## config.mk

```make
export PLATFORM = sky130hd
export DESIGN_NAME = qspi_ctrl
export DESIGN_NICKNAME = d
export VERILOG_FILES = /design/src/verilog/qspi_pkg.sv /design/src/verilog/qspi_xfer_if.sv /design/src/verilog/qspi_sck_gen.sv /design/src/verilog/qspi_host_if.sv /design/src/verilog/qspi_sequencer.sv /design/src/verilog/qspi_shifter.sv /design/src/verilog/qspi_ctrl.sv
export SDC_FILE = /design/constraint.sdc
export NUM_CORES = 1
export LEC_CHECK = 0
export BUFFER_PORTS_ARGS = -buffer_cell sky130_fd_sc_hd__buf_2
export CORE_MARGIN = 2
export CORE_UTILIZATION = 35
export DETAILED_ROUTE_END_ITERATION = 12
export HOLD_SLACK_MARGIN = 0.15
export PLACE_DENSITY = 0.6
export SYNTH_ARGS = -nofsm -noshare
export SYNTH_HDL_FRONTEND = slang
export SYNTH_SLANG_ARGS = --single-unit
```

## constraint.sdc

```tcl
create_clock -name clk -period 3.2 [get_ports clk]
set_input_delay 0.64 -clock clk [delete_from_list [all_inputs] [get_ports clk]]
set_output_delay 0.64 -clock clk [all_outputs]
set_load 0.02 [all_outputs]
```

## src/verilog/qspi_pkg.sv

```systemverilog
/*
 * quad-SPI controller shared definitions
 * widths, transfer size, sequencer states and nibble counts
 */
`default_nettype none

package qspi_pkg;

	localparam int ADR_W = 24;
	localparam int DATA_W = 32;
	localparam int NIB_W = 4;
	localparam int ADR_NIBBLES = 6;

	typedef enum logic [1:0] {
		size_byte = 2'd0,
		size_half = 2'd1,
		size_word = 2'd2
	} xfer_size_t;

	typedef enum logic [2:0] {
		idle   = 3'd0,
		cmd    = 3'd1,
		adr    = 3'd2,
		wdat   = 3'd3,
		rdwait = 3'd4,
		rddat  = 3'd5
	} qspi_state_t;

	// two nibbles per byte
	function automatic logic [3:0] data_nibbles(input xfer_size_t size);
		case (size)
			size_byte: return 4'd2;
			size_half: return 4'd4;
			default: return 4'd8;
		endcase
	endfunction

endpackage

`default_nettype wire

```

## src/verilog/qspi_xfer_if.sv

```systemverilog
/*
 * quad-SPI transfer handoff
 * one latched request from the host side to the sequencer and shifter
 */
`timescale 1ns/1ps
`default_nettype none

interface qspi_xfer_if;

	// levels, held until done
	logic start_read;
	logic start_write;
	qspi_pkg::xfer_size_t size;
	logic [qspi_pkg::ADR_W-1:0] adr;
	logic [qspi_pkg::DATA_W-1:0] wdata;
	logic done;

	modport host (output start_read, start_write, size, adr, wdata, input done);
	modport seq (input start_read, start_write, size, output done);
	modport shift (input size, adr, wdata);

endinterface

`default_nettype wire

```

## src/verilog/qspi_sck_gen.sv

```systemverilog
/*
 * quad-SPI clock generator
 * divides clk down to SCK and gives rise and fall strobes
 */
`timescale 1ns/1ps
`default_nettype none

module qspi_sck_gen #(
	parameter int SCK_DIV = 3
) (
	input  logic clk,
	input  logic rst_n,
	output logic sck,
	output logic rise_edge,
	output logic fall_edge
);

	localparam int CNT_W = $clog2(SCK_DIV + 1);

	logic [CNT_W-1:0] div_cnt;
	logic half_tick;
	logic sck_dly;

	assign half_tick = (div_cnt == CNT_W'(SCK_DIV));

	always_ff @(posedge clk or negedge rst_n) begin
		if (!rst_n)
			div_cnt <= '0;
		else if (half_tick)
			div_cnt <= '0;
		else
			div_cnt <= div_cnt + 1'b1;
	end

	// idles high between transfers
	always_ff @(posedge clk or negedge rst_n) begin
		if (!rst_n) begin
			sck <= 1'b1;
			sck_dly <= 1'b1;
		end else begin
			if (half_tick)
				sck <= ~sck;
			sck_dly <= sck;
		end
	end

	assign rise_edge = sck & ~sck_dly;
	assign fall_edge = ~sck & sck_dly;

	// read data needs three clks through the synchronizer before rise_edge
	sck_div_min: assert property (@(posedge clk) disable iff (!rst_n) SCK_DIV >= 3)
		else $error("SCK_DIV below 3 breaks read sampling");

endmodule

`default_nettype wire

```

## src/verilog/qspi_host_if.sv

```systemverilog
/*
 * quad-SPI host side
 * accepts read/write requests, latches the transfer and reports busy
 */
`timescale 1ns/1ps
`default_nettype none

module qspi_host_if
	import qspi_pkg::*;
(
	input  logic clk,
	input  logic rst_n,
	input  logic read_req,
	input  logic write_req,
	input  xfer_size_t size,
	input  logic [ADR_W-1:0] adr,
	input  logic [DATA_W-1:0] wdata,
	qspi_xfer_if.host xfer,
	output logic busy
);

	logic accept;

	assign busy = xfer.start_read | xfer.start_write;
	assign accept = (read_req | write_req) & ~busy;

	// read wins when both requests come together
	always_ff @(posedge clk or negedge rst_n) begin
		if (!rst_n) begin
			xfer.start_read <= 1'b0;
			xfer.start_write <= 1'b0;
		end else if (accept) begin
			xfer.start_read <= read_req;
			xfer.start_write <= ~read_req;
		end else if (xfer.done) begin
			xfer.start_read <= 1'b0;
			xfer.start_write <= 1'b0;
		end
	end

	always_ff @(posedge clk) begin
		if (accept) begin
			xfer.size <= size;
			xfer.adr <= adr;
			xfer.wdata <= wdata;
		end
	end

	// no queueing, requests while busy are dropped
	req_while_busy: assert property (@(posedge clk) disable iff (!rst_n)
		busy |-> !(read_req || write_req))
		else $warning("request while busy ignored");

endmodule

`default_nettype wire

```

## src/verilog/qspi_sequencer.sv

```systemverilog
/*
 * quad-SPI transfer sequencer
 * command, address, data and dummy phases stepped on SCK falling edges
 */
`timescale 1ns/1ps
`default_nettype none

module qspi_sequencer
	import qspi_pkg::*;
#(
	parameter int READ_DUMMY = 6,
	parameter logic [7:0] READ_CMD = 8'heb,
	parameter logic [7:0] WRITE_CMD = 8'h38
) (
	input  logic clk,
	input  logic rst_n,
	input  logic fall_edge,
	qspi_xfer_if.seq xfer,
	output qspi_state_t state,
	output logic [2:0] idx,
	output logic [7:0] cmd_byte,
	output logic ce_n
);

	localparam logic [2:0] ADR_LAST = 3'(ADR_NIBBLES - 1);
	localparam logic [2:0] DUMMY_LAST = 3'(READ_DUMMY - 1);

	qspi_state_t state_nxt;
	logic [2:0] idx_nxt;
	logic [2:0] data_last;
	logic idx_end;

	assign data_last = 3'(data_nibbles(xfer.size) - 4'd1);
	assign idx_end = (idx == 3'd0);
	assign cmd_byte = xfer.start_read ? READ_CMD : WRITE_CMD;

	// each phase loads idx with its length minus one
	always_comb begin
		state_nxt = state;
		idx_nxt = idx - 3'd1;
		case (state)
			idle: begin
				idx_nxt = 3'd7;
				if (xfer.start_read | xfer.start_write)
					state_nxt = cmd;
			end
			cmd: if (idx_end) begin
				state_nxt = adr;
				idx_nxt = ADR_LAST;
			end
			adr: if (idx_end) begin
				if (xfer.start_read) begin
					state_nxt = rdwait;
					idx_nxt = DUMMY_LAST;
				end else begin
					state_nxt = wdat;
					idx_nxt = data_last;
				end
			end
			rdwait: if (idx_end) begin
				state_nxt = rddat;
				idx_nxt = data_last;
			end
			wdat, rddat: if (idx_end)
				state_nxt = idle;
			default: state_nxt = idle;
		endcase
	end

	always_ff @(posedge clk or negedge rst_n) begin
		if (!rst_n) begin
			state <= idle;
			idx <= 3'd7;
		end else if (fall_edge) begin
			state <= state_nxt;
			idx <= idx_nxt;
		end
	end

	always_ff @(posedge clk or negedge rst_n) begin
		if (!rst_n)
			ce_n <= 1'b1;
		else
			ce_n <= (state == idle);
	end

	assign xfer.done = fall_edge & idx_end & ((state == wdat) | (state == rddat));

	no_wdat_on_read: assert property (@(posedge clk) disable iff (!rst_n)
		(state == wdat) |-> !xfer.start_read)
		else $error("write data phase during a read");

endmodule

`default_nettype wire

```

## src/verilog/qspi_shifter.sv

```systemverilog
/*
 * quad-SPI data path
 * drives command/address/write nibbles, samples and orders read data
 */
`timescale 1ns/1ps
`default_nettype none

module qspi_shifter
	import qspi_pkg::*;
(
	input  logic clk,
	input  logic rst_n,
	input  logic rise_edge,
	input  qspi_state_t state,
	input  logic [2:0] idx,
	input  logic [7:0] cmd_byte,
	qspi_xfer_if.shift xfer,
	input  logic [NIB_W-1:0] sio_i,
	output logic [NIB_W-1:0] sio_o,
	output logic sio_en,
	output logic [DATA_W-1:0] read_data
);

	logic [NIB_W-1:0] sio_mt0;
	logic [NIB_W-1:0] sio_mt1;
	logic [NIB_W-1:0] sio_sync;
	logic [DATA_W-1:0] rd_shift;
	logic [2:0] nib_last;
	logic [2:0] nib_num;
	logic [NIB_W-1:0] adr_nib;
	logic [NIB_W-1:0] wr_nib;
	logic [NIB_W-1:0] sio_nxt;

	assign nib_last = 3'(data_nibbles(xfer.size) - 4'd1);
	assign nib_num = nib_last - idx;

	// address msb nibble first
	assign adr_nib = xfer.adr[{idx, 2'b00} +: NIB_W];
	// byte 0 upward, high nibble of each byte first
	assign wr_nib = xfer.wdata[{nib_num[2:1], ~nib_num[0], 2'b00} +: NIB_W];

	always_comb begin
		case (state)
			cmd: sio_nxt = {3'b000, cmd_byte[idx]};
			adr: sio_nxt = adr_nib;
			wdat: sio_nxt = wr_nib;
			default: sio_nxt = '0;
		endcase
	end

	always_ff @(posedge clk or negedge rst_n) begin
		if (!rst_n) begin
			sio_o <= '0;
			sio_en <= 1'b0;
		end else begin
			sio_o <= sio_nxt;
			sio_en <= (state == cmd) | (state == adr) | (state == wdat);
		end
	end

	// three flops ahead of the sampling point
	always_ff @(posedge clk) begin
		sio_mt0 <= sio_i;
		sio_mt1 <= sio_mt0;
		sio_sync <= sio_mt1;
		if (rise_edge && state == rddat)
			rd_shift <= {rd_shift[DATA_W-NIB_W-1:0], sio_sync};
	end

	// first received byte sits highest in rd_shift
	always_comb begin
		case (xfer.size)
			size_byte: read_data = {24'd0, rd_shift[7:0]};
			size_half: read_data = {16'd0, rd_shift[7:0], rd_shift[15:8]};
			default: read_data = {rd_shift[7:0], rd_shift[15:8], rd_shift[23:16],
				rd_shift[31:24]};
		endcase
	end

endmodule

`default_nettype wire

```

## src/verilog/qspi_ctrl.sv

```systemverilog
/*
 * quad-SPI memory controller, single chip select
 * byte/halfword/word reads and writes at a 24-bit flash address
 */
`timescale 1ns/1ps
`default_nettype none

module qspi_ctrl
	import qspi_pkg::*;
#(
	parameter int SCK_DIV = 3,
	parameter logic [7:0] READ_CMD = 8'heb,
	parameter logic [7:0] WRITE_CMD = 8'h38,
	parameter int READ_DUMMY = 6
) (
	input  logic clk,
	input  logic rst_n,
	input  logic read_req,
	input  logic write_req,
	input  xfer_size_t size,
	input  logic [ADR_W-1:0] adr,
	input  logic [DATA_W-1:0] wdata,
	output logic [DATA_W-1:0] read_data,
	output logic read_valid,
	output logic write_finish,
	output logic busy,
	output logic sck,
	output logic ce_n,
	input  logic [NIB_W-1:0] sio_i,
	output logic [NIB_W-1:0] sio_o,
	output logic sio_en
);

	logic rise_edge;
	logic fall_edge;
	qspi_state_t state;
	logic [2:0] idx;
	logic [7:0] cmd_byte;

	qspi_xfer_if xfer ();

	qspi_sck_gen #(
		.SCK_DIV(SCK_DIV)
	) u_sck_gen (
		.clk(clk),
		.rst_n(rst_n),
		.sck(sck),
		.rise_edge(rise_edge),
		.fall_edge(fall_edge)
	);

	qspi_host_if u_host_if (
		.clk(clk),
		.rst_n(rst_n),
		.read_req(read_req),
		.write_req(write_req),
		.size(size),
		.adr(adr),
		.wdata(wdata),
		.xfer(xfer.host),
		.busy(busy)
	);

	qspi_sequencer #(
		.READ_DUMMY(READ_DUMMY),
		.READ_CMD(READ_CMD),
		.WRITE_CMD(WRITE_CMD)
	) u_sequencer (
		.clk(clk),
		.rst_n(rst_n),
		.fall_edge(fall_edge),
		.xfer(xfer.seq),
		.state(state),
		.idx(idx),
		.cmd_byte(cmd_byte),
		.ce_n(ce_n)
	);

	qspi_shifter u_shifter (
		.clk(clk),
		.rst_n(rst_n),
		.rise_edge(rise_edge),
		.state(state),
		.idx(idx),
		.cmd_byte(cmd_byte),
		.xfer(xfer.shift),
		.sio_i(sio_i),
		.sio_o(sio_o),
		.sio_en(sio_en),
		.read_data(read_data)
	);

	// done splits by direction
	assign read_valid = xfer.done & xfer.start_read;
	assign write_finish = xfer.done & xfer.start_write;

endmodule

`default_nettype wire

```

==> PnR_summary.wiki, run 1 <==
{| class="wikitable"
! Metric !! Value
|-
| Result of the run || finished, final reports clean
|-
| Aggregate negative setup slack || 0 ps
|-
| Most common library cell in the layout ignoring fill and taps || buf_2
|-
| Final-report hold violation count || 0
|-
| Synth Area in Compound Gates || 0.0686
|-
| Post-route ant nets || 0
|-
| Count of max-cap constraint violations || 0
|-
| Slew Viols, Final || 0
|-
| Dominant combinational cell family by area after synthesis || multiplexers
|-
| Number of remaining DRC errors || 0
|-
| Source-to-sink clock delay at the later pin of the worst-skew pair || approximately 400 ps
|-
| Share of layout cells above drive strength 1 || 0.382
|-
| Most used cells in the layout excluding fill and tap cells || buf_2 (107), edfxtp_1 (90), nand2_1 (30)
|-
| ANT cells || 0
|-
| Power density over the cells || between 600 and 700 nW/um2
|-
| Hpwl dp || around 6500 um
|-
| Share of synthesized flip-flops with an asynchronous set or reset || 0.150
|-
| Number of synthesized register bits || 120
|-
| Placeable core region || roughly 13,000 um2
|-
| Netlist cell types || approximately 50
|-
| Path category of the worst min-delay check || in2async
|-
| Detail-routed via count per cell || around 4.8
|-
| Number of enable flip-flop cells after synthesis || 90
|-
| Post-synthesis instance total || 312
|-
| Endpoint class of the critical path || output port
|-
| Leakage power figure || roughly 2.4 nW
|-
| Worst slew slack as a fraction of its limit || 0.523
|-
| CTS HTree Levels || 4
|-
| Synthesized cell area || 4810 um2
|-
| Worst-case clock skew || ~6.7 ps
|-
| Worst Max-Slew Pin Slew || slightly above 700 ps
|-
| Required arrival time at the worst endpoint || 2560 ps
|-
| Most common cell on crit path || buf_4
|-
| IO Pins || ~110
|-
| Die extent in y || about 120 um
|-
| Number of input and output port buffers inserted || between 100 and 150
|-
| CTS sink cnt || between 100 and 150
|-
| Worst-path maximum fanout || 9
|-
| Register clock-pin slew on the reported worst setup and hold paths || 60 ps
|-
| Mean area per synthesized cell || ~15 um2
|-
| Setup Buffers After CTS || 0
|-
| Fin area || ~6200 um2
|-
| Clock period minus worst slack || 2890 ps
|-
| Parity-gate share of the synthesized area counting xor and xnor cells || 0.0104
|-
| Drt total wl || around 9300 um
|-
| Path depth of the worst reg2reg path || 9
|-
| Antenna violations before repair || 0
|-
| Buf+Inv Stages, Crit Path || 4
|-
| Clock tree from TritonCTS || yes
|-
| Proportion of synthesized area in mux cells || 0.0925
|-
| Root cell of the clock tree || clkbuf_16
|-
| Delay of the slowest critical-path stage || 350 ps
|-
| Standard cell area after detailed placement || 5520 um2
|-
| Die X || approximately 120 um
|-
| Worst setup path category || reg2out
|-
| Floorplan row count || 42
|-
| Maximum vdd drop || 0.309 mV
|-
| List of cells traversed by the critical path || buf_4, nor2b_1, buf_4, inv_1, ha_1, or2_2, o21ai_0, buf_2
|-
| Total congestion overflow || 0
|-
| Synth Area in Adders || 0.0130
|-
| Category of the worst setup path launch point || register
|-
| Post-Synth Simple-Gate Area || 0.0814
|-
| Routability cong. || 0.879
|-
| Data arrival time of the worst path || around 2300 ps
|-
| Cell family with the largest share of critical-path delay || buffers and inverters
|-
| Worst reg2reg path endpoint || u_shifter.sio_o[0]
|-
| Area overhead of the layout relative to synthesis || 28.0%
|-
| Hold buffer count at CTS || 0
|-
| Pin count of the biggest net entering global routing || around 60
|-
| Number of buffers created by CTS || 17
|-
| Final worst-path cycle share || 0.904
|-
| Syn_nets || between 300 and 400
|-
| RR Startpoint || u_host_if.xfer.size[0]
|-
| Leading register cell type out of synthesis || edfxtp_1
|-
| Unrepaired setup endpoints after global routing || no
|-
| R2R setup slack || 870 ps
|-
| Global-route wire length before repair || between 10,000 and 15,000 um
|-
| Number of iterations in the first detailed-routing pass || 4
|-
| Via count of the first global-routing pass || 2,919
|-
| Number of buffers on the longest clock path || 2
|-
| Final net count || 498
|-
| Die outline area || around 15,000 um2
|-
| Effective utilization at floorplan || 0.361
|-
| # setup viols final || 0
|-
| Wire length per cell || approximately 15 um
|-
| Number of gates given a new drive strength after cts || 0
|-
| Yosys warns || 0
|-
| Highest clock frequency the design can meet || ~350 MHz
|-
| Via count || roughly 2,900
|-
| Final core area utilization || 0.461
|-
| Max stage delay cell, worst path || or2_2
|-
| Total routing resource utilization after global routing || 0.135
|-
| Post-synthesis sequential area ratio || 0.707
|-
| Number of design-rule violations left by the first detailed-router iteration || approximately 200
|}
-- registers in the layout (all words and copies together), names as in the netlist --
signal,count
u_host_if.xfer.adr,24
u_shifter.rd_shift,32
u_sequencer.ce_n,1
u_shifter.sio_sync,4
u_shifter.sio_en,1
u_sck_gen.sck_dly,1
u_sequencer.state,3
u_host_if.xfer.start_read,1
u_shifter.sio_mt1,4
u_host_if.xfer.size,2
u_shifter.sio_o,4
u_sck_gen.div_cnt,2
u_sck_gen.sck,1
u_sequencer.idx,3
u_host_if.xfer.start_write,1
u_shifter.sio_mt0,4
u_host_if.xfer.wdata,32
-- power by group --
group / internal [mW] / switching [mW]
registers: 1.68 / 0.00175
clock network: 1.38 / 0.662
logic: 0.0276 / 0.0169
-- final cells by class --
class	instances	area (um2)
fill	1212	7190
sequential	120	3400
timing repair buffer	113	581
tap	176	220
clock inverter	12	200
inverter	9	33.8
multi-input combinational	166	1290
clock buffer	20	437
-- through the flow --
step | hold slack, ps | total power, mW | setup slack, ps | instances
floorplan | 310 | 1.71 | 492 | 312
global placement | 311 | 1.75 | 796 | 584
detailed placement | 312 | 1.76 | 744 | 584
CTS | 159 | 3.81 | 290 | 616
global route | 182 | 3.88 | 111 | 616
finish | 169 | 3.77 | 307 | 616
-- synth_stat cells (2+ instances only) --
cell | count | area share
edfxtp_1 | 90 | 0.56
nand2_1 | 30 | 0.023
o21ai_0 | 18 | 0.019
and2_1 | 16 | 0.021
mux2i_1 | 13 | 0.027
dfrtp_1 | 12 | 0.062
dfxtp_1 | 12 | 0.050
mux4_2 | 12 | 0.056
nor2_1 | 11 | 0.0086
inv_1 | 9 | 0.0070
buf_2 | 7 | 0.0073
clkbuf_1 | 6 | 0.0047
dfstp_2 | 6 | 0.033
a21oi_1 | 5 | 0.0052
a22oi_1 | 5 | 0.0078
ha_1 | 5 | 0.013
nor2b_1 | 5 | 0.0065
mux2_2 | 4 | 0.0094
nand2b_1 | 3 | 0.0039
nor4_1 | 3 | 0.0039
o22ai_1 | 3 | 0.0039
xor2_1 | 3 | 0.0055
a211o_1 | 2 | 0.0036
a211oi_1 | 2 | 0.0031
a31oi_1 | 2 | 0.0026
buf_6 | 2 | 0.0047
o21ai_1 | 2 | 0.0021
o2bb2ai_1 | 2 | 0.0036
o31a_1 | 2 | 0.0036
-- worst max path at each step --
stage | from | slack, ps | depth (start not counted) | to
global route | u_host_if.xfer.size[0] | 110 | 8 | read_data[1]
finish | u_host_if.xfer.size[0] | 310 | 8 | read_data[5]
detailed placement | u_host_if.xfer.size[0] | 740 | 8 | read_data[5]
CTS | u_host_if.xfer.size[0] | 290 | 8 | read_data[5]
floorplan | u_host_if.xfer.start_read | 490 | 3 | u_host_if.xfer.adr[0]
global placement | u_host_if.xfer.size[0] | 800 | 8 | read_data[1]
-- per-layer routing --
layer	vias to the layer above	wire [um]	track usage
met3	13	489	0.0423
met4	0	191	0.0740
met5	-	0	0
met1	1426	4000	0.169
met2	91	4620	0.209
li1	1405	-	-
-- cell families after synthesis --
family                     Yosys count
muxes                               29
buffers and inverters               26
and+or+nand+nor                     77
xor gates and xnor gates             4
adders and majority gates            5
AOI/OAI and AO/OA                   51
DFF                                120
No activity file was read; power rests on OpenSTA's default activity.
==> inputs of run 2 (changes only) <==
--- a/config.mk
+++ b/config.mk
@@ -11,6 +11,7 @@
 export DETAILED_ROUTE_END_ITERATION = 12
 export HOLD_SLACK_MARGIN = 0.15
 export PLACE_DENSITY = 0.6
+export REMOVE_ABC_BUFFERS = 1
 export SYNTH_ARGS = -nofsm -noshare
 export SYNTH_HDL_FRONTEND = slang
 export SYNTH_SLANG_ARGS = --single-unit
==> run 2 against run 1 <==
  * Final area is 0.12% lower
  * Clock power is 3% lower
  * Routed wire length is 0.26% higher
  * Worst hold slack worse by 2.2 ps
  * Via count is 0.72% lower
  * Sequential power hardly changed
  * Global-route usage is 0.14 points higher
  * Register-to-register slack better by 160 ps
  * Maximum frequency is 5.8% higher
  * Combinational power hardly changed
  * Die area stayed put
  * Largest power group unchanged
==> PnR_summary.wiki, run 2 (synthesis gave the netlist of run 1 again) <==
{| class="wikitable"
! Metric !! Value
|-
| Antenna violations before repair || 0
|-
| Number of buffers created by CTS || 17
|-
| Global-route wire length before repair || roughly 15,000 um
|-
| Number of input and output port buffers inserted || around 110
|-
| Final core area utilization || 0.461
|-
| Worst slew slack as a fraction of its limit || 0.513
|-
| Unrepaired setup endpoints after global routing || no
|-
| Effective utilization at floorplan || 0.361
|-
| Worst Max-Slew Pin Slew || 730 ps
|-
| Share of layout cells above drive strength 1 || 0.386
|-
| Via count || 2,914
|-
| Setup Buffers After CTS || 0
|-
| Endpoint class of the critical path || output port
|-
| Leakage power figure || 2.41 nW
|-
| Number of buffers on the longest clock path || 2
|-
| Number of remaining DRC errors || 0
|-
| Worst-path maximum fanout || 8
|-
| Fin area || between 6000 and 7000 um2
|-
| Post-route ant nets || 0
|-
| CTS HTree Levels || 4
|-
| NetSw || about 0.70 mW
|-
| Pin count of the biggest net entering global routing || 59
|-
| Root cell of the clock tree || clkbuf_16
|-
| Final net count || between 400 and 500
|-
| Slew Viols, Final || 0
|-
| Source-to-sink clock delay at the later pin of the worst-skew pair || between 400 and 500 ps
|-
| Total routing resource utilization after global routing || 0.136
|-
| Hpwl dp || 6470 um
|-
| Clock network fraction of design power || 0.535
|-
| Category of the worst setup path launch point || register
|-
| Wire length per cell || 15.1 um
|-
| Regs by FF count || u_host_if.xfer.wdata x32, u_shifter.rd_shift x32, u_host_if.xfer.adr x24
|-
| Number of gates given a new drive strength after cts || 0
|-
| Register clock-pin slew on the reported worst setup and hold paths || approximately 50 ps
|-
| Worst reg2reg path endpoint || u_shifter.sio_o[0]
|-
| Non-filler instance count after layout || roughly 600
|-
| Maximum vdd drop || ~0.41 mV
|-
| Highest clock frequency the design can meet || roughly 370 MHz
|-
| ANT cells || 0
|-
| Clock tree from TritonCTS || yes
|-
| Worst setup path category || reg2out
|-
| CTS sink cnt || between 100 and 150
|-
| Clock period minus worst slack || ~2700 ps
|-
| Sequential share of power || 0.453
|-
| Internal power summed over all cells || 3.01 mW
|-
| Power density over the cells || between 600 and 700 nW/um2
|-
| Drt total wl || approximately 9300 um
|-
| Aggregate negative setup slack || 0 ps
|-
| Die extent in y || around 120 um
|-
| Routability cong. || slightly above 0.8
|-
| Inst Count DP || 584
|-
| Fraction of power spent switching nets || 0.188
|-
| Die X || about 120 um
|-
| Most common library cell in the layout ignoring fill and taps || buf_2
|-
| Standard cell area after detailed placement || between 5000 and 6000 um2
|-
| IO Pins || between 100 and 150
|-
| Final-report hold violation count || 0
|-
| Data arrival time of the worst path || between 2000 and 2500 ps
|-
| Result of the run || finished, final reports clean
|-
| Final worst-path cycle share || 0.854
|-
| Required arrival time at the worst endpoint || approximately 2600 ps
|-
| # setup viols final || 0
|-
| Path category of the worst min-delay check || in2async
|-
| Fill cell count || ~1,200
|-
| Count of max-cap constraint violations || 0
|-
| Most used cells in the layout excluding fill and tap cells || buf_2 (107), edfxtp_1 (90), nand2_1 (30)
|-
| R2R setup slack || just over 1000 ps
|-
| Number of iterations in the first detailed-routing pass || 5
|-
| Relative contribution of combinational cells to total power || 0.012
|-
| Floorplan row count || 42
|-
| Worst hold slack || roughly 170 ps
|-
| Area overhead of the layout relative to synthesis || 27.8%
|-
| Number of design-rule violations left by the first detailed-router iteration || between 200 and 250
|-
| Via count of the first global-routing pass || about 3,000
|-
| Hold buffer count at CTS || 0
|-
| Worst-case clock skew || around 6.2 ps
|-
| Placeable core region || between 10,000 and 15,000 um2
|-
| Total congestion overflow || 0
|-
| RR Startpoint || u_host_if.xfer.size[1]
|-
| Path depth of the worst reg2reg path || 7
|-
| Die outline area || about 15,000 um2
|-
| Detail-routed via count per cell || between 4 and 5
|}
## run 2: layer usage
layer	GRT usage	routed length (um)
met1	0.171	4060
met3	0.0517	464
met4	0.0539	127
met5	0	0
met2	0.215	4670
## run 2: final cells by class
cell class | instances | area [um2] | area share
clock inverters | 14 | 200 | 0.0325
inverters | 9 | 33.8 | 0.00549
clock buffers | 18 | 429 | 0.0698
multi-input cells | 166 | 1290 | 0.209
flip-flops and latches | 120 | 3400 | 0.553
repair buffers | 113 | 581 | 0.0944
well taps | 176 | 220 | 0.0358
## run 2: stage by stage
step / power [mW] / setup WS [ps]
after floorplan: 1.71 / -474
after global placement: 1.75 / 966
after detailed placement: 1.76 / 874
after CTS: 3.75 / 426
after global routing: 3.84 / 291
final: 3.71 / 467
## run 2: how the worst max path moves through the flow
stage,start,endpoint
2_1_floorplan,u_host_if.xfer.start_read,u_host_if.xfer.adr[0]
3_3_place_gp,u_host_if.xfer.size[1],read_data[1]
3_5_place_dp,u_host_if.xfer.size[1],read_data[3]
4_1_cts,u_host_if.xfer.size[1],read_data[3]
5_1_grt,u_host_if.xfer.size[1],read_data[1]
6_report,u_host_if.xfer.size[1],read_data[3]
## run 2: worst max-delay path: stages (launching register included)
cell and delay (ps):
edfxtp_1 410, nor2_1 280, inv_1 80, ha_1 190
or2_2 360, o21ai_0 190, buf_2 190
## run 2: power groups by stage
stage	Sequential, mW	Clock [mW]	Combinational, mW
floorplan	1.71	0	0.000610
global placement	1.71	0	0.0445
detailed placement	1.71	0	0.0462
CTS	1.68	2.03	0.0463
global route	1.68	2.11	0.0510
finish	1.68	1.98	0.0446
==> inputs of run 3 (changes only) <==
--- a/config.mk
+++ b/config.mk
@@ -5,6 +5,7 @@
 export SDC_FILE = /design/constraint.sdc
 export NUM_CORES = 1
 export LEC_CHECK = 0
+export ABC_AREA = 1
 export BUFFER_PORTS_ARGS = -buffer_cell sky130_fd_sc_hd__buf_2
 export CORE_MARGIN = 2
 export CORE_UTILIZATION = 35
==> run 3 against run 2 <==
  * Global-route usage rose by 1.4 points
  * Maximum frequency fell by 7.1%
  * Via count rose by 22%
  * Register-to-register slack improved by 40 ps
  * Cell count rose by 24%
  * Clock power fell by 7%
  * Final area rose by 1.8%
  * Combinational power rose by 1%
  * Synthesized cell count rose by 46%
  * Clock skew barely moved
  * Non-clock buffer count did not move
  * Clock-buffer cell count rose by 6
  * Highest routed layer unchanged
==> PnR_summary.wiki, run 3 <==
{| class="wikitable"
! Metric !! Value
|-
| Result of the run || finished, final reports clean
|-
| Final-report hold violation count || 0
|-
| Path depth of the worst reg2reg path || 12
|-
| Maximum vdd drop || 0.366 mV
|-
| Pin count of the biggest net entering global routing || between 50 and 60
|-
| CTS HTree Levels || 4
|-
| Post-synthesis instance total || 454
|-
| Mean area per synthesized cell || approximately 11 um2
|-
| Number of buffers on the longest clock path || 2
|-
| Most common cell on crit path || inv_1
|-
| Leakage power figure || approximately 2.8 nW
|-
| Worst hold slack || 165 ps
|-
| Die extent in y || about 120 um
|-
| Placeable core region || between 10,000 and 15,000 um2
|-
| Main area contributors after synthesis || edfxtp_1 (55%), nand2_1 (8.7%), dfrtp_1 (6.1%), dfxtp_1 (4.9%), nor2_1 (4.5%)
|-
| Root cell of the clock tree || clkbuf_16
|-
| Share of layout cells above drive strength 1 || 0.280
|-
| CP Capture Point || read_data[5]
|-
| List of cells traversed by the critical path || inv_1, nor2_1, buf_4, inv_1, ha_1, clkinvlp_4, nand2_1, o211ai_1, buf_2
|-
| Final core area utilization || 0.453
|-
| Amount of wire on met3 after detailed routing || between 500 and 600 um
|-
| RR Startpoint || u_host_if.xfer.size[1]
|-
| Final Power || approximately 3.6 mW
|-
| Detailed route wirelength on metal2 || 4990 um
|-
| Count of max-cap constraint violations || 0
|-
| Regs by FF count || u_host_if.xfer.wdata x32, u_shifter.rd_shift x32, u_host_if.xfer.adr x24
|-
| Worst-path maximum fanout || 18
|-
| Hold buffer count at CTS || 0
|-
| Total congestion overflow || 0
|-
| Register clock-pin slew on the reported worst setup and hold paths || ~50 ps
|-
| Number of buffers created by CTS || 17
|-
| Delay of the slowest critical-path stage || 370 ps
|-
| Routed metal-1 wirelength || about 5000 um
|-
| Required arrival time at the worst endpoint || 2560 ps
|-
| Routability cong. || roughly 0.76
|-
| Leading register cell type out of synthesis || edfxtp_1
|-
| Detail-routed via count per cell || 4.63
|-
| Most numerous cell types in the synthesized netlist || nand2_1 (114), edfxtp_1 (90), nor2_1 (59)
|-
| Clock tree from TritonCTS || yes
|-
| Number of iterations in the first detailed-routing pass || 4
|-
| Antenna violations before repair || 0
|-
| Worst setup path category || reg2out
|-
| Total routing resource utilization after global routing || 0.150
|-
| Share of synthesized flip-flops with an asynchronous set or reset || 0.150
|-
| Yosys warns || 0
|-
| Floorplan row count || 43
|-
| Power density over the cells || around 570 nW/um2
|-
| Post-route ant nets || 0
|-
| Most common library cell in the layout ignoring fill and taps || nand2_1
|-
| Cell family with the largest share of critical-path delay || buffers and inverters
|-
| Wire length per cell || approximately 14 um
|-
| R2R setup slack || between 1000 and 1500 ps
|-
| Area overhead of the layout relative to synthesis || 27.3%
|-
| Yosys top cell by area || edfxtp_1
|-
| Via count || around 3,500
|-
| Clock period minus worst slack || between 2000 and 3000 ps
|-
| Final net count || between 600 and 700
|-
| Endpoint class of the critical path || output port
|-
| Fraction of post-synthesis cell area in the top cell type by area || 0.549
|-
| ANT cells || 0
|-
| Worst slew slack as a fraction of its limit || 0.514
|-
| Worst-case clock skew || slightly below 6 ps
|-
| Category of the worst setup path launch point || register
|-
| Launch point of the critical path || u_host_if.xfer.size[0]
|-
| Path category of the worst min-delay check || in2async
|-
| Drt total wl || ~11,000 um
|-
| Hpwl dp || ~7400 um
|-
| Data arrival time of the worst path || about 2300 ps
|-
| Buf+Inv Stages, Crit Path || 5
|-
| Fill cell count || about 1,300
|-
| Number of enable flip-flop cells after synthesis || 90
|-
| Max stage delay cell, worst path || edfxtp_1
|-
| Most used cells in the layout excluding fill and tap cells || nand2_1 (114), buf_2 (107), edfxtp_1 (90)
|-
| Highest clock frequency the design can meet || roughly 340 MHz
|-
| Number of gates given a new drive strength after cts || 0
|-
| Post-synthesis sequential area ratio || 0.691
|-
| Final worst-path cycle share || 0.919
|-
| Unrepaired setup endpoints after global routing || no
|-
| Number of input and output port buffers inserted || approximately 110
|-
| Die outline area || approximately 15,000 um2
|-
| Setup Buffers After CTS || 0
|-
| Global-route wire length before repair || approximately 17,000 um
|-
| Via count of the first global-routing pass || around 3,300
|-
| Effective utilization at floorplan || 0.356
|-
| Worst reg2reg path endpoint || u_shifter.sio_o[0]
|-
| Die X || 123 um
|-
| CTS sink cnt || 120
|-
| Worst Max-Slew Pin Slew || between 700 and 800 ps
|-
| Number of synthesized register bits || between 100 and 150
|-
| Number of design-rule violations left by the first detailed-router iteration || around 250
|-
| Source-to-sink clock delay at the later pin of the worst-skew pair || around 410 ps
|-
| IO Pins || 108
|-
| Slew Viols, Final || 0
|-
| Number of remaining DRC errors || 0
|-
| Netlist cell types || 32
|-
| Synthesized cell area || 4920 um2
|-
| # setup viols final || 0
|-
| Cell depth of the worst setup path || 9
|-
| Cell with the most instances after synthesis || nand2_1
|-
| Uppermost layer routed || met4
|}
## run 3: cell types whose count changed after synthesis, moves of 3 or more
| cell | previous run | this run |
|---|---|---|
| nand2_1 | 30 | 114 |
| o211ai_1 | 1 | 8 |
| mux2i_1 | 13 | 0 |
| mux4_2 | 12 | 0 |
| a22oi_1 | 5 | 0 |
| nand3_1 | 1 | 38 |
| and2_1 | 16 | 0 |
| nor2_1 | 11 | 59 |
| nor2b_1 | 5 | 0 |
| nand2b_1 | 3 | 0 |
| inv_1 | 9 | 40 |
| mux2_2 | 4 | 0 |
| o21ai_0 | 18 | 29 |
## run 3: power by group
| group | leakage, nW | switching [mW] | total [mW] | internal [mW] |
|---|---|---|---|---|
| Combinational | 1.36 | 0.0178 | 0.0452 | 0.0274 |
| Clock | 0.286 | 0.630 | 1.85 | 1.22 |
| Sequential | 1.11 | 0.00159 | 1.68 | 1.68 |
| Total | 2.75 | 0.649 | 3.58 | 2.93 |
## run 3: kinds of logic after synthesis
group	Yosys count	share of synthesized area
flops	120	0.691
fa+ha+maj	5	0.0127
xor+xnor	1	0.00178
simple gates	220	0.188
compound gates	49	0.0570
buf+inv	59	0.0496
## run 3: final cells by class
type,instances,area (um2),area share
flip-flops and latches,120,3400,0.543
multi-input cells,275,1290,0.206
repair buffers,113,581,0.0927
clock buffers,24,492,0.0785
well taps,180,225,0.0360
inverters,45,175,0.0280
clock inverters,8,95.1,0.0152
## run 3: metal layers
metal / vias to the layer above / GRT usage
met5: - / 0
met4: 0 / 0.0682
met3: 20 / 0.0488
met2: 99 / 0.221
met1: 1665 / 0.202
li1: 1757 / -
## run 3: worst reg2reg max path, cell delays in order, from the launching register on
cell	delay [ps]
edfxtp_1	380
nor2_1	120
buf_4	190
inv_1	160
ha_1	380
inv_1	110
nand2_1	80
nand2_1	80
nand2_1	60
nand2_1	180
nand2_1	80
nand3_1	130
nand3_1	80
## run 3: worst min path at each step
stage,start,to,slack (ps)
3_3_place_gp,u_shifter.sio_mt1[3],u_shifter.sio_sync[3],310
4_1_cts,rst_n,u_sequencer.state[2],160
5_1_grt,rst_n,u_host_if.xfer.start_write,180
3_5_place_dp,u_shifter.sio_mt0[1],u_shifter.sio_mt1[1],310
6_report,rst_n,u_shifter.sio_en,160
2_1_floorplan,u_shifter.sio_mt0[0],u_shifter.sio_mt1[0],310
## run 3: per-stage QoR
step,setup WS (ps),instance area [um2],setup TNS [ps],cells
4_1_cts,104,6260,0,765
3_3_place_gp,636,5670,0,733
6_report,258,6260,0,765
5_1_grt,45.7,6260,0,765
3_5_place_dp,554,5670,0,733
2_1_floorplan,-2190,4850,-161080,440
